File: src/common/sprite_pkg.sv
// sizes, object descriptor, span record, AXI4-Lite channel structs and scanner states
package sprite_pkg;

    // ========================================================================
    // sizes and addresses
    // ========================================================================
    localparam int obj_count     = 128;
    localparam int staging_words = 256;
    // x positions wrap modulo the line RAM depth
    localparam int line_len      = 512;
    localparam int visible_px    = 320;
    localparam logic [31:0] rom_base  = 32'h0010_0000;
    localparam logic [1:0]  resp_okay = 2'b00;

    // one object table entry, staging word 2k is the low half of object k
    typedef struct packed {
        logic [5:0]  rsv_hi;
        logic [9:0]  x;
        logic [1:0]  width;
        logic [1:0]  height;
        logic        flip_x;
        logic        flip_y;
        logic [5:0]  rsv_mid;
        logic [3:0]  color;
        logic [15:0] code;
        logic [6:0]  rsv_lo;
        logic [8:0]  y;
    } obj_desc_t;

    // sixteen pixels as four 16-bit bitplanes, leftmost pixel in bit 15
    typedef struct packed {
        logic [63:0] data;
        logic [3:0]  color;
        logic [9:0]  x_start;
    } span_t;

    // ========================================================================
    // AXI4-Lite channels
    // ========================================================================
    typedef struct packed {
        logic [31:0] awaddr;
        logic        awvalid;
        logic [31:0] wdata;
        logic [3:0]  wstrb;
        logic        wvalid;
        logic        bready;
    } axil_wr_req_t;

    typedef struct packed {
        logic        awready;
        logic        wready;
        logic [1:0]  bresp;
        logic        bvalid;
    } axil_wr_rsp_t;

    typedef struct packed {
        logic [31:0] araddr;
        logic        arvalid;
        logic        rready;
    } axil_rd_req_t;

    // ROM reads use all 64 data bits, CPU reads return data in the low 32
    typedef struct packed {
        logic        arready;
        logic [63:0] rdata;
        logic [1:0]  rresp;
        logic        rvalid;
    } axil_rd_rsp_t;

    typedef enum logic [2:0] {
        st_idle,
        st_load,
        st_size,
        st_code,
        st_fetch,
        st_wait_rom,
        st_hand,
        st_next
    } scan_state_e;

endpackage

File: src/sprite/sprite_scanner.sv
// per-line object selection, graphics ROM read master, de-swizzle and span hand-off
`timescale 1ns/1ps

module sprite_scanner import sprite_pkg::*; (
    input  logic         CLK_32M,
    input  logic         rst,
    input  logic         line_start,
    input  logic [8:0]   vpos,
    input  logic         dma_busy,
    output logic [6:0]   obj_index,
    input  obj_desc_t    obj_entry,
    output axil_rd_req_t rom_req,
    input  axil_rd_rsp_t rom_rsp,
    output span_t        span,
    output logic         span_req,
    input  logic         span_ack
);

    scan_state_e state;
    obj_desc_t   cur;
    logic [7:0]  obj_ptr;
    logic [8:0]  scan_line;
    logic [8:0]  rel_y;
    logic [8:0]  height_px;
    logic [3:0]  width_cnt;
    logic [2:0]  span_col;
    logic [15:0] code_idx;
    logic [63:0] span_data;
    logic        ar_valid;
    logic [31:0] ar_addr;
    logic        r_wait;

    logic [8:0]  row_y;
    logic [2:0]  col_eff;
    logic        covers;

    assign covers  = rel_y < height_px;
    assign row_y   = cur.flip_y ? (height_px - rel_y - 9'd1) : rel_y;
    // wraps modulo 8, which also holds for the eight-span width
    assign col_eff = cur.flip_x ? (width_cnt[2:0] - span_col - 3'd1) : span_col;

    assign obj_index       = obj_ptr[6:0];
    assign rom_req.araddr  = ar_addr;
    assign rom_req.arvalid = ar_valid;
    assign rom_req.rready  = r_wait;

    // the ROM word holds two groups of four 8-bit planes, each 16-bit output
    // plane joins one byte from each group
    function automatic logic [63:0] deswizzle(input logic [63:0] d, input logic rev);
        logic [15:0] w;
        logic [15:0] r;
        logic [63:0] q;
        for (int p = 0; p < 4; p++) begin
            w = {d[p*8 +: 8], d[(p+4)*8 +: 8]};
            r = {<<{w}};
            q[p*16 +: 16] = rev ? r : w;
        end
        return q;
    endfunction

    always_ff @(posedge CLK_32M) begin
        if (rst) begin
            state    <= st_idle;
            obj_ptr  <= 8'd0;
            ar_valid <= 1'b0;
            r_wait   <= 1'b0;
            span_req <= 1'b0;
        end else begin
            // an accepted ROM read runs to completion even across a line restart
            if (ar_valid && rom_rsp.arready) begin
                ar_valid <= 1'b0;
                r_wait   <= 1'b1;
            end
            if (r_wait && rom_rsp.rvalid) begin
                r_wait <= 1'b0;
            end

            if (line_start) begin
                state     <= st_load;
                obj_ptr   <= 8'd0;
                scan_line <= vpos + 9'd1;
            end else begin
                case (state)
                    st_idle: begin
                        state <= st_idle;
                    end
                    st_load: begin
                        if (obj_ptr >= 8'(obj_count)) begin
                            state <= st_idle;
                        end else if (!dma_busy) begin
                            state <= st_size;
                        end
                    end
                    st_size: begin
                        cur       <= obj_entry;
                        height_px <= 9'd16 << obj_entry.height;
                        width_cnt <= 4'd1 << obj_entry.width;
                        rel_y     <= scan_line - obj_entry.y + (9'd16 << obj_entry.height);
                        span_col  <= 3'd0;
                        state     <= st_code;
                    end
                    st_code: begin
                        if (!covers) begin
                            obj_ptr <= obj_ptr + 8'(width_cnt);
                            state   <= st_load;
                        end else begin
                            code_idx <= cur.code + 16'(row_y[8:4]) + 16'({col_eff, 3'b000});
                            state    <= st_fetch;
                        end
                    end
                    st_fetch: begin
                        // a read left over from the previous line must drain first
                        if (!ar_valid && !r_wait) begin
                            ar_valid <= 1'b1;
                            ar_addr  <= rom_base + 32'({code_idx, row_y[3:0], 3'b000});
                            state    <= st_wait_rom;
                        end
                    end
                    st_wait_rom: begin
                        if (r_wait && rom_rsp.rvalid) begin
                            span_data <= deswizzle(rom_rsp.rdata, cur.flip_x);
                            state     <= st_hand;
                        end
                    end
                    st_hand: begin
                        if (span_req == span_ack) begin
                            span.data    <= span_data;
                            span.color   <= cur.color;
                            span.x_start <= cur.x + 10'({span_col, 4'b0000});
                            span_req     <= ~span_req;
                            state        <= st_next;
                        end
                    end
                    st_next: begin
                        if (4'(span_col) == width_cnt - 4'd1) begin
                            obj_ptr <= obj_ptr + 8'(width_cnt);
                            state   <= st_load;
                        end else begin
                            span_col <= span_col + 3'd1;
                            state    <= st_code;
                        end
                    end
                    default: begin
                        state <= st_idle;
                    end
                endcase
            end
        end
    end

endmodule

File: config.mk
export PLATFORM = sky130hd
export DESIGN_NAME = sprite_scanner
export DESIGN_NICKNAME = d
export VERILOG_FILES = /design/src/common/sprite_pkg.sv /design/src/sprite/sprite_scanner.sv
export SDC_FILE = /design/constraint.sdc
export NUM_CORES = 1
export LEC_CHECK = 0
export ABC_CLOCK_PERIOD_IN_PS = 13700
export BUFFER_PORTS_ARGS = -buffer_cell sky130_fd_sc_hd__buf_2
export CAP_MARGIN = 20
export CORE_ASPECT_RATIO = 0.9
export CORE_MARGIN = 4
export CORE_UTILIZATION = 58
export DETAILED_ROUTE_END_ITERATION = 10
export GPL_ROUTABILITY_DRIVEN = 0
export PLACE_DENSITY = 0.86
export SYNTH_ARGS = -nofsm -noshare
export SYNTH_HDL_FRONTEND = slang
export SYNTH_SLANG_ARGS = --single-unit
File: constraint.sdc
create_clock -name CLK_32M -period 13.7 [get_ports CLK_32M]
set_input_delay 0.685 -clock CLK_32M [delete_from_list [all_inputs] [get_ports CLK_32M]]
set_output_delay 0.685 -clock CLK_32M [all_outputs]
set_load 0.05 [all_outputs]
# Word-level counts from Yosys, hierarchy flattened
# Index checks and enable logic that the tools add are counted.
dict set report classes {
  add_sub_neg 14
  multipliers 0
  div_mod_pow 0
  n_lt_le_gt_ge 2
  eq_ne 20
  n_shift 2
  n_mux 24
  bitwise 3
  n_reduce_logical 21
}
# operator n
set op_table {}
lappend op_table {{two-way mux 16 bit} 4}
lappend op_table {{AND reduction 4 bit} 7}
lappend op_table {{adder 21 x 23 -> 24 bit, first input constant} 1}
lappend op_table {{two-way mux 3 bit} 8}
lappend op_table {{one-hot mux 3 bit (8 select lines)} 1}
lappend op_table {{subtractor 9 bit} 2}
lappend op_table {{adder 16 x 5 -> 16 bit} 1}
lappend op_table {{adder 16 x 6 -> 16 bit} 1}
lappend op_table {{two-way mux 8 bit} 2}
lappend op_table {{one-hot mux 8 bit (2 select lines)} 1}
lappend op_table {{== test 3 bit, second input constant} 4}
lappend op_table {{!= test 2 bit, second input constant} 6}
lappend op_table {{!= test 3 bit, second input constant} 4}
lappend op_table {{adder 10 x 7 -> 10 bit} 1}
lappend op_table {{adder 9 x 1 -> 9 bit, second input constant} 1}
lappend op_table {{adder 9 bit} 1}
lappend op_table {{< comparator 9 bit} 1}
lappend op_table {{two-way mux 9 bit} 1}
lappend op_table {{AND reduction 3 bit} 3}
lappend op_table {{left shift 5 x 2 -> 9 bit, first input constant} 1}
lappend op_table {{subtractor 9 x 1 -> 9 bit, second input constant} 1}
lappend op_table {{adder 8 x 4 -> 8 bit} 1}
lappend op_table {{>= comparator 8 bit, second input constant} 1}
lappend op_table {{== test 3 x 2 -> 1 bit, second input constant} 2}
lappend op_table {{19 further kinds} 30}
dict set report word_totals {
  register_bits 270
  latchBits 0
  mem_bits_rw 0
  rom_bits 0
  inputBits 146
  output_inout_bits 120
  wordCells 108
  memories 0
}

# Longest topological paths before layout
# Gate-level depths: netlist of the first run.
dict set report depth {
  ltp_word 5
  mapped_depth 16
  depth_no_buf 16
}

# Worst setup path after synthesis of the first run
# Ideal clock, no wire load.
dict set report synth_path {
  path_type {input-to-reg}
  from {input rst}
  to {register span[0] in the netlist's numbering, enable pin}
  setup_time_ns 0.610
  t_arrival_ns 6.305
  t_required_ns 13.090
  path_slack_ns 6.785
  stages 3
  n_path_buf 0
  cell_sequence {nor2_1 nand2_1 nor3_1}
}
dict set report synth_between {
  elab_chain_len 2
}
# element line_no
set synth_rtl {}
lappend synth_rtl {{from (decl)} sprite_scanner.sv:6} ;# input logic rst,
lappend synth_rtl {{NOT 1 bit (no line)} -}
lappend synth_rtl {{AND reduction 4 bit (no line)} -}
lappend synth_rtl {{to (decl)} sprite_scanner.sv:14} ;# output span_t span,
# Every way passes these cells.
# A chain may end at the register's enable or synchronous reset.

# Worst setup path in the final report of the first run
dict set report layout_path {
  from {register rel_y[4]}
  to {register code_idx[14] (data pin)}
}
dict set report layout_between {
  elab_chain_len 5
}
# element line_no
set layout_rtl {}
lappend layout_rtl {{from (decl)} sprite_scanner.sv:23} ;# logic [8:0] rel_y;
lappend layout_rtl {{from (signal assigned)} sprite_scanner.sv:98} ;# rel_y <= scan_line - obj_entry.y + (9'd16 << obj_entry.height);
lappend layout_rtl {{subtractor 9 bit} sprite_scanner.sv:38} ;# assign row_y = cur.flip_y ? (height_px - rel_y - 9'd1) : rel_y;
lappend layout_rtl {{subtractor 9 x 1 -> 9 bit} sprite_scanner.sv:38}
lappend layout_rtl {{two-way mux 9 bit (*)} sprite_scanner.sv:38}
lappend layout_rtl {{adder 16 x 5 -> 16 bit (*)} sprite_scanner.sv:107} ;# code_idx <= cur.code + 16'(row_y[8:4]) + 16'({col_eff, 3'b000});
lappend layout_rtl {{adder 16 x 6 -> 16 bit (*)} sprite_scanner.sv:107}
lappend layout_rtl {{to (signal assigned)} sprite_scanner.sv:107}
lappend layout_rtl {{to (decl)} sprite_scanner.sv:27} ;# logic [15:0] code_idx;
# Every way passes the cells marked *; elsewhere a longest branch is shown, timed or not.

==> out/results.tsv, run 1 <==
stage	metric	value	unit
place	port_buffers	233	
cells_and_area	layout.nets	1142	
global_routing	global_route_wire_length_before_repair	32100	um
setup_path	timing.critical_path.from_type	flip-flop	
cts	hold_buffers	0	
place	detailedPlace.worstSlack	10.11	ns
place	area_after_dpl	0.0123	sq mm
global_routing	grt_remaining_overflow	0	
global_routing	track_usage	0.187	
cells_and_area	drive_above_1_share	0.376	
timing	worst_clock_skew	0.0111	ns
cts	cts_setup_buffers	0	
timing	timing.hold.ws	0.352	ns
yosys	synth_seq_area_share	0.686	
die	core_region_area	0.0185	sq mm
status	status	finished, final reports clean	
setup_path	crit_type	flip-flop to flip-flop	
timing	timing.final.crit_share	0.262	
drt	routed_len_inst	16.8	um
setup_path	maximum_fanout_count_along_the_critical_path	4	
cts	cts_repair_resize_count	0	
pwr	power.ir.vdd_worst	0.0000995	V
setup_path	crit_path_required_time	13.95	ns
yosys	post_synth_design_cell_area	0.0109	sq mm
timing	final_hold_viol_count	0	
yosys	synthMostInstantiatedCell	edfxtp_1	
global_routing	grt_start_max_net_pins	68	
yosys	post-synth-top-area-fraction	0.660	
timing	final-setup-viol-count	0	
yosys	synth.cells.most_frequent	edfxtp_1, mux2_2, inv_1	
cts	tritoncts_clock_tree	done	
timing	final_max_slew_viol_count	0	
cells_and_area	area_delta_synth_final	20.3	%
drt	drc	0	
timing	timing.slew.headroom	0.424	
place	detailedPlacementHpwl	14500	um
hold_path	hold_path_class	input port to flip-flop	
cts	worst_skew_pair.late_latency	0.51	ns
yosys	flops_latches_synth	254	
pwr	p_leak	5.14	nW
cells_and_area	post-route-cell-area	0.0131	sq mm
die	die_height	138	um
drt	postRouteWirelength	20200	um
timing	final.setup.tns	0	ns
yosys	synth_enable_flop_cells	240	
die	design.die.area	0.0211	sq mm
cts	clk_path_buf_depth	3	
global_routing	grt_pass1_vias	6426	
timing	grt_setup_unrepaired	false	
yosys	asyncSetResetFlopFracSynth	0	
drt	drt_iter0_drc	288	
die	placement_rows	47	
pwr	power_density	124	mW/mm^2
drt	post_drt_via_cell_ratio	5.19	
global_routing	grt_antenna_before_repair	3	
die	die_width	153	um
die	initial_utilization	0.591	
yosys	ys_top_cells_by_area	edfxtp_1, mux2_2, ha_1	
die	io_pins	266	
cts	cts_made_buffers	26	
place	place.detailed.instances	1158	
timing	fmax	279	MHz
drt	first_pass_iters	4	
yosys	post_synth_num_cell_types	53	
cts	cts_root_buf	clkbuf_16	
timing	worst_pin_slew	0.864	ns
cells_and_area	n_fill_cell	1211	
setup_path	critPathArrivalTime	3.84	ns
yosys	netlist.top_cell.by_area	edfxtp_1	
drt	detail-route-antenna-nets	0	
cts	cts_htree_levels	1	
yosys	syn_area_per_cell	15.6	sq um
setup_path	kind_of_end_point_of_the_critical_path	flip-flop	
yosys	dominantRegCellSynth	edfxtp_1	
run	max_cap_violations	0	
timing	final.setup.worst_slack	10.12	ns
yosys	synth_cells	698	
drt	detailroute.via_count	6252	
cells_and_area	layoutNonFillerInstCount	1205	
cts	clkTransAtPathRegs	0.06	ns
timing	layout_min_cycle_time	3.58	ns
cts	tritoncts_num_sinks	254	
yosys	synthesis.yosys.warnings	0	
-- metal layers --
layer,up-vias,routed length (um),track usage,share of wire
met1,2964,8040,0.233,0.40
met2,223,10200,0.327,0.51
met4,0,641,0.0656,0.032
met3,46,1290,0.0403,0.064
li1,3019,-,-,-
met5,-,0,0,0
-- final cells by class --
class | count | area (sq um) | area share
multi-input combinational | 366 | 3050 | 0.233
antenna | 3 | 7.51 | 0.000572
tap | 245 | 307 | 0.0233
clock buffer | 29 | 683 | 0.0520
timing repair buffer | 241 | 1240 | 0.0942
inverter | 54 | 203 | 0.0154
sequential | 254 | 7490 | 0.570
clock inverter | 13 | 153 | 0.0116
-- power by group --
part	switching, W	leakage [nW]	internal (W)	total (W)
Clock	0.000273	0.407	0.000414	0.000687
Combinational	0.0000435	2.45	0.0000418	0.0000853
Sequential	0.00000182	2.28	0.000849	0.000851
Total	0.000318	5.14	0.00130	0.00162
-- kinds of logic after synthesis --
family          count (synthesis)  share of synthesized area
mux                            69                     0.0707
other cells                     1                   0.000344
compound gates                 72                     0.0425
fa+ha+maj                      53                     0.0690
simple gates                  113                     0.0517
xor+xnor                       48                     0.0399
flops                         254                      0.686
buf+inv                        88                     0.0396
-- placed cells by master (no fill, tap or decap), types with 5 or more instances in the layout --
cell type	n
inv_1	54
mux2_2	65
nand3_1	6
nor2b_1	9
o21a_1	6
edfxtp_1	240
ha_1	41
fa_1	12
a21o_1	5
a21oi_1	16
conb_1	11
nand2b_1	5
xor2_1	13
a211oi_1	5
dfxtp_1	14
xnor2_1	33
nand2_1	23
o21ai_0	22
clkbuf_16	27
buf_4	6
nor3_1	6
and3_1	6
nor2_1	31
buf_2	233
-- metrics by stage --
stage | power, W | util
global route | 0.00169 | 0.711
global placement | 0.000949 | 0.664
CTS | 0.00164 | 0.709
detailed placement | 0.000952 | 0.664
finish | 0.00162 | 0.711
floorplan | 0.000924 | -
-- worst paths after layout --
kind	start	end	slack, ns	cells after the start
max	rel_y[4]$_DFFE_PP_	code_idx[14]$_DFFE_PP_	10.12	16
min	obj_entry[43]	cur[43]$_DFFE_PP_	0.35	1
min reg2reg	span_data[40]$_DFFE_PP_	span[54]$_DFFE_PP_	0.42	0
max reg2reg	rel_y[4]$_DFFE_PP_	code_idx[14]$_DFFE_PP_	10.12	16
-- worst max-delay path: stages, from the launching register on --
cell	delay, ns
edfxtp_1	0.39
inv_1	0.09
ha_1	0.19
inv_1	0.07
fa_1	0.42
nor2b_1	0.12
o21ai_0	0.07
nand3b_1	0.10
xor2_1	0.10
fa_1	0.50
inv_1	0.04
ha_1	0.31
o21ai_0	0.13
o21ai_0	0.22
o2111ai_1	0.28
nor2_1	0.21
xor2_1	0.08
-- sequential cells by signal, summed over array words and instances (netlist names) --
| register | count |
|---|---|
| height_px | 4 |
| r_wait | 1 |
| state | 3 |
| span | 78 |
| span_col | 3 |
| ar_addr | 21 |
| span_req | 1 |
| span_data | 64 |
| code_idx | 16 |
| width_cnt | 4 |
| cur | 32 |
| obj_ptr | 8 |
| rel_y | 9 |
| ar_valid | 1 |
| scan_line | 9 |
Power figures use the tool's default switching activity.
==> inputs of run 2 (changes only) <==
--- a/config.mk
+++ b/config.mk
@@ -5,15 +5,15 @@
 export SDC_FILE = /design/constraint.sdc
 export NUM_CORES = 1
 export LEC_CHECK = 0
-export ABC_CLOCK_PERIOD_IN_PS = 13700
+export ABC_CLOCK_PERIOD_IN_PS = 3040
 export BUFFER_PORTS_ARGS = -buffer_cell sky130_fd_sc_hd__buf_2
 export CAP_MARGIN = 20
 export CORE_ASPECT_RATIO = 0.9
 export CORE_MARGIN = 4
-export CORE_UTILIZATION = 58
+export CORE_UTILIZATION = 48
 export DETAILED_ROUTE_END_ITERATION = 10
 export GPL_ROUTABILITY_DRIVEN = 0
-export PLACE_DENSITY = 0.86
+export PLACE_DENSITY = 0.76
 export SYNTH_ARGS = -nofsm -noshare
 export SYNTH_HDL_FRONTEND = slang
 export SYNTH_SLANG_ARGS = --single-unit
==> constraint.sdc (replaced) <==
create_clock -name CLK_32M -period 3.04 [get_ports CLK_32M]
set_input_delay 0.152 -clock CLK_32M [delete_from_list [all_inputs] [get_ports CLK_32M]]
set_output_delay 0.152 -clock CLK_32M [all_outputs]
set_load 0.05 [all_outputs]
==> out/results.tsv, run 2 (same netlist as run 1, synthesis figures left out) <==
stage	metric	value	unit
cells_and_area	layout.cells.most_common_list	edfxtp_1, buf_2, dlygate4sd3_1, mux2_2, inv_1	
timing	layout_min_cycle_time	3.33	ns
drt	post_drt_via_cell_ratio	4.84	
cts	cts_made_buffers	27	
timing	final.setup.worst_slack	-0.291	ns
setup_path	timing.critical_path.from_type	flip-flop	
timing	worst_clock_skew	0.0159	ns
setup_path	maximum_fanout_count_along_the_critical_path	5	
pwr	power_density	487	mW/mm^2
global_routing	grt_start_max_net_pins	65	
cts	tritoncts_num_sinks	254	
timing	grt_setup_unrepaired	true	
timing	timing.hold.ws	0.0411	ns
cells_and_area	area_delta_synth_final	39.4	%
timing	timing.final.crit_share	1.10	
die	die_height	151	um
setup_path	regToRegSetupSlack	-0.29	ns
timing	final-setup-viol-count	10	
hold_path	hold_end	rel_y[8]$_DFFE_PP_	
cells_and_area	largestRegisters	span: 78 flops, span_data: 64 flops, cur: 32 flops	
cells_and_area	finish.utilization	0.677	
hold_path	worst_hold_path.num_cells	3	
drt	postRouteWirelength	23900	um
status	failed_checks	negative setup slack	
pwr	cell_internal_pwr	0.00587	W
cells_and_area	layoutNonFillerInstCount	1447	
cells_and_area	top_register_by_number_of_flip_flops	span	
place	place.detailed.instances	1240	
pwr	power	0.00741	W
die	design.die.area	0.0252	sq mm
pwr	p_leak	5.97	nW
cts	worst_skew_pair.late_latency	0.53	ns
cells_and_area	final_common_cell	edfxtp_1	
setup_path	critPathArrivalTime	3.60	ns
cts	cts_htree_levels	1	
status	status	finished, violations left	
timing	worst_pin_slew	0.822	ns
pwr	power.ir.vdd_worst	0.000359	V
drt	drc	0	
place	detailedPlace.worstSlack	-0.374	ns
die	core_region_area	0.0224	sq mm
cells_and_area	drive_above_1_share	0.376	
setup_path	library_cell_contributing_the_largest_single_delay_on_the_critical_path	fa_1	
drt	first_pass_iters	4	
setup_path	crit_path_frequent_cell	inv_2	
cts	cts_root_buf	clkbuf_16	
drt	routed_len_inst	16.5	um
drt	detail-route-antenna-nets	0	
setup_path	worst_path_largest_cell_delay	0.52	ns
pwr	power.share.combinational	0.076	
place	port_buffers	233	
cts	clk_path_buf_depth	3	
setup_path	crit_path_cell_trace	inv_2 -> ha_4 -> inv_2 -> fa_2 -> nor2b_1 -> o21ai_1 -> nand3b_1 -> xor2_2 -> fa_1 -> inv_2 -> ha_4 -> o21a_1 -> o31a_1 -> o31a_1 -> nand4_1 -> xnor2_1	
cts	tritoncts_clock_tree	done	
timing	final_max_slew_viol_count	0	
setup_path	worstRegToRegCells	16	
die	die_width	167	um
cells_and_area	n_fill_cell	1538	
timing	timing.slew.headroom	0.452	
cells_and_area	largest_register_ffs	78	
die	placement_rows	52	
pwr	power_switching	0.00154	W
setup_path	crit_type	flip-flop to flip-flop	
place	detailedPlacementHpwl	15400	um
setup_path	timing.rr.start	rel_y[4]$_DFFE_PP_	
global_routing	global_route_wire_length_before_repair	36900	um
timing	fmax	300	MHz
die	initial_utilization	0.486	
cells_and_area	area.sequential	0.00749	sq mm
timing	final_hold_viol_count	0	
setup_path	worst_r2r_endpoint	code_idx[15]$_DFFE_PP_	
global_routing	track_usage	0.182	
global_routing	grt_remaining_overflow	0	
cts	clkTransAtPathRegs	0.06	ns
pwr	part_of_the_power_in_registers	0.518	
setup_path	kind_of_end_point_of_the_critical_path	flip-flop	
global_routing	grt_antenna_before_repair	0	
cells_and_area	layout.nets	1328	
setup_path	crit_path_required_time	3.31	ns
drt	detailroute.via_count	6998	
pwr	switching_share	0.207	
die	io_pins	266	
hold_path	hold_path_class	input port to flip-flop	
hold_path	min-delay-start	obj_entry[8]	
cells_and_area	multi_input_area	0.00329	sq mm
pwr	fraction_of_power_consumed_by_the_clock_network	0.407	
global_routing	grt_pass1_vias	7360	
run	max_cap_violations	0	
drt	drt_iter0_drc	362	
[run 2: worst max-delay path: cells and delay by family, from the launching register on]
family / cells / cell delay [ns]
AO/OA/AOI/OAI: 4 / 0.73
buffers and inverters: 3 / 0.18
flip-flops: 1 / 0.40
XOR/XNOR: 2 / 0.17
adder cells (fa/ha/maj): 4 / 1.24
AND/OR/NAND/NOR: 3 / 0.36
[run 2: routing by layer]
| layer | track usage | part of all wire | vias up |
|---|---|---|---|
| li1 | - | - | 3404 |
| met1 | 0.220 | 0.39 | 3347 |
| met2 | 0.328 | 0.52 | 191 |
| met3 | 0.0365 | 0.050 | 56 |
| met4 | 0.0642 | 0.035 | 0 |
| met5 | 0 | 0 | - |
[run 2: worst max-delay path by stage]
| stage | from | end | cells past startpoint |
|---|---|---|---|
| 2_1_floorplan | rel_y[5]$_DFFE_PP_ | code_idx[15]$_DFFE_PP_ | 14 |
| 3_3_place_gp | rel_y[4]$_DFFE_PP_ | code_idx[15]$_DFFE_PP_ | 16 |
| 3_5_place_dp | rel_y[4]$_DFFE_PP_ | code_idx[15]$_DFFE_PP_ | 16 |
| 4_1_cts | rel_y[4]$_DFFE_PP_ | code_idx[15]$_DFFE_PP_ | 16 |
| 5_1_grt | rel_y[4]$_DFFE_PP_ | code_idx[15]$_DFFE_PP_ | 16 |
| 6_report | rel_y[4]$_DFFE_PP_ | code_idx[15]$_DFFE_PP_ | 16 |
[run 2: final cells by class]
type | instances | share of cell area
Antenna cell | 1 | 0.000165
Timing Repair Buffer | 426 | 0.199
Clock inverter | 16 | 0.00765
Tap cell | 297 | 0.0244
Clock buffer | 33 | 0.0459
Multi-Input combinational cell | 366 | 0.217
Sequential cell | 254 | 0.493
Inverter | 54 | 0.0133
[run 2: what timing repair did]
| action | in CTS | in global routing |
|---|---|---|
| hold buffers | 150 | 0 |
| setup buffers | 3 | 4 |
| gates resized for setup | 15 | 23 |
| setup endpoints to repair | 10 | 12 |
| pin swaps | 12 | 17 |
| endpoints found under the hold margin | 119 | 0 |
[run 2: through the flow]
| stage | TNS (ns) | area (sq um) |
|---|---|---|
| floorplan | -0.660 | 11000 |
| global placement | -1.85 | 12600 |
| detailed placement | -2.46 | 12600 |
| CTS | -1.42 | 15000 |
| global route | -3.49 | 15200 |
| finish | -1.72 | 15200 |
[run 2: power groups by stage]
stage | Clock [W] | Combinational, W | Sequential [W]
finish | 0.00301 | 0.000560 | 0.00384
global route | 0.00325 | 0.000618 | 0.00384
CTS | 0.00310 | 0.000546 | 0.00384
detailed placement | 0 | 0.000388 | 0.00391
global placement | 0 | 0.000375 | 0.00391
floorplan | 0 | 0.000261 | 0.00391
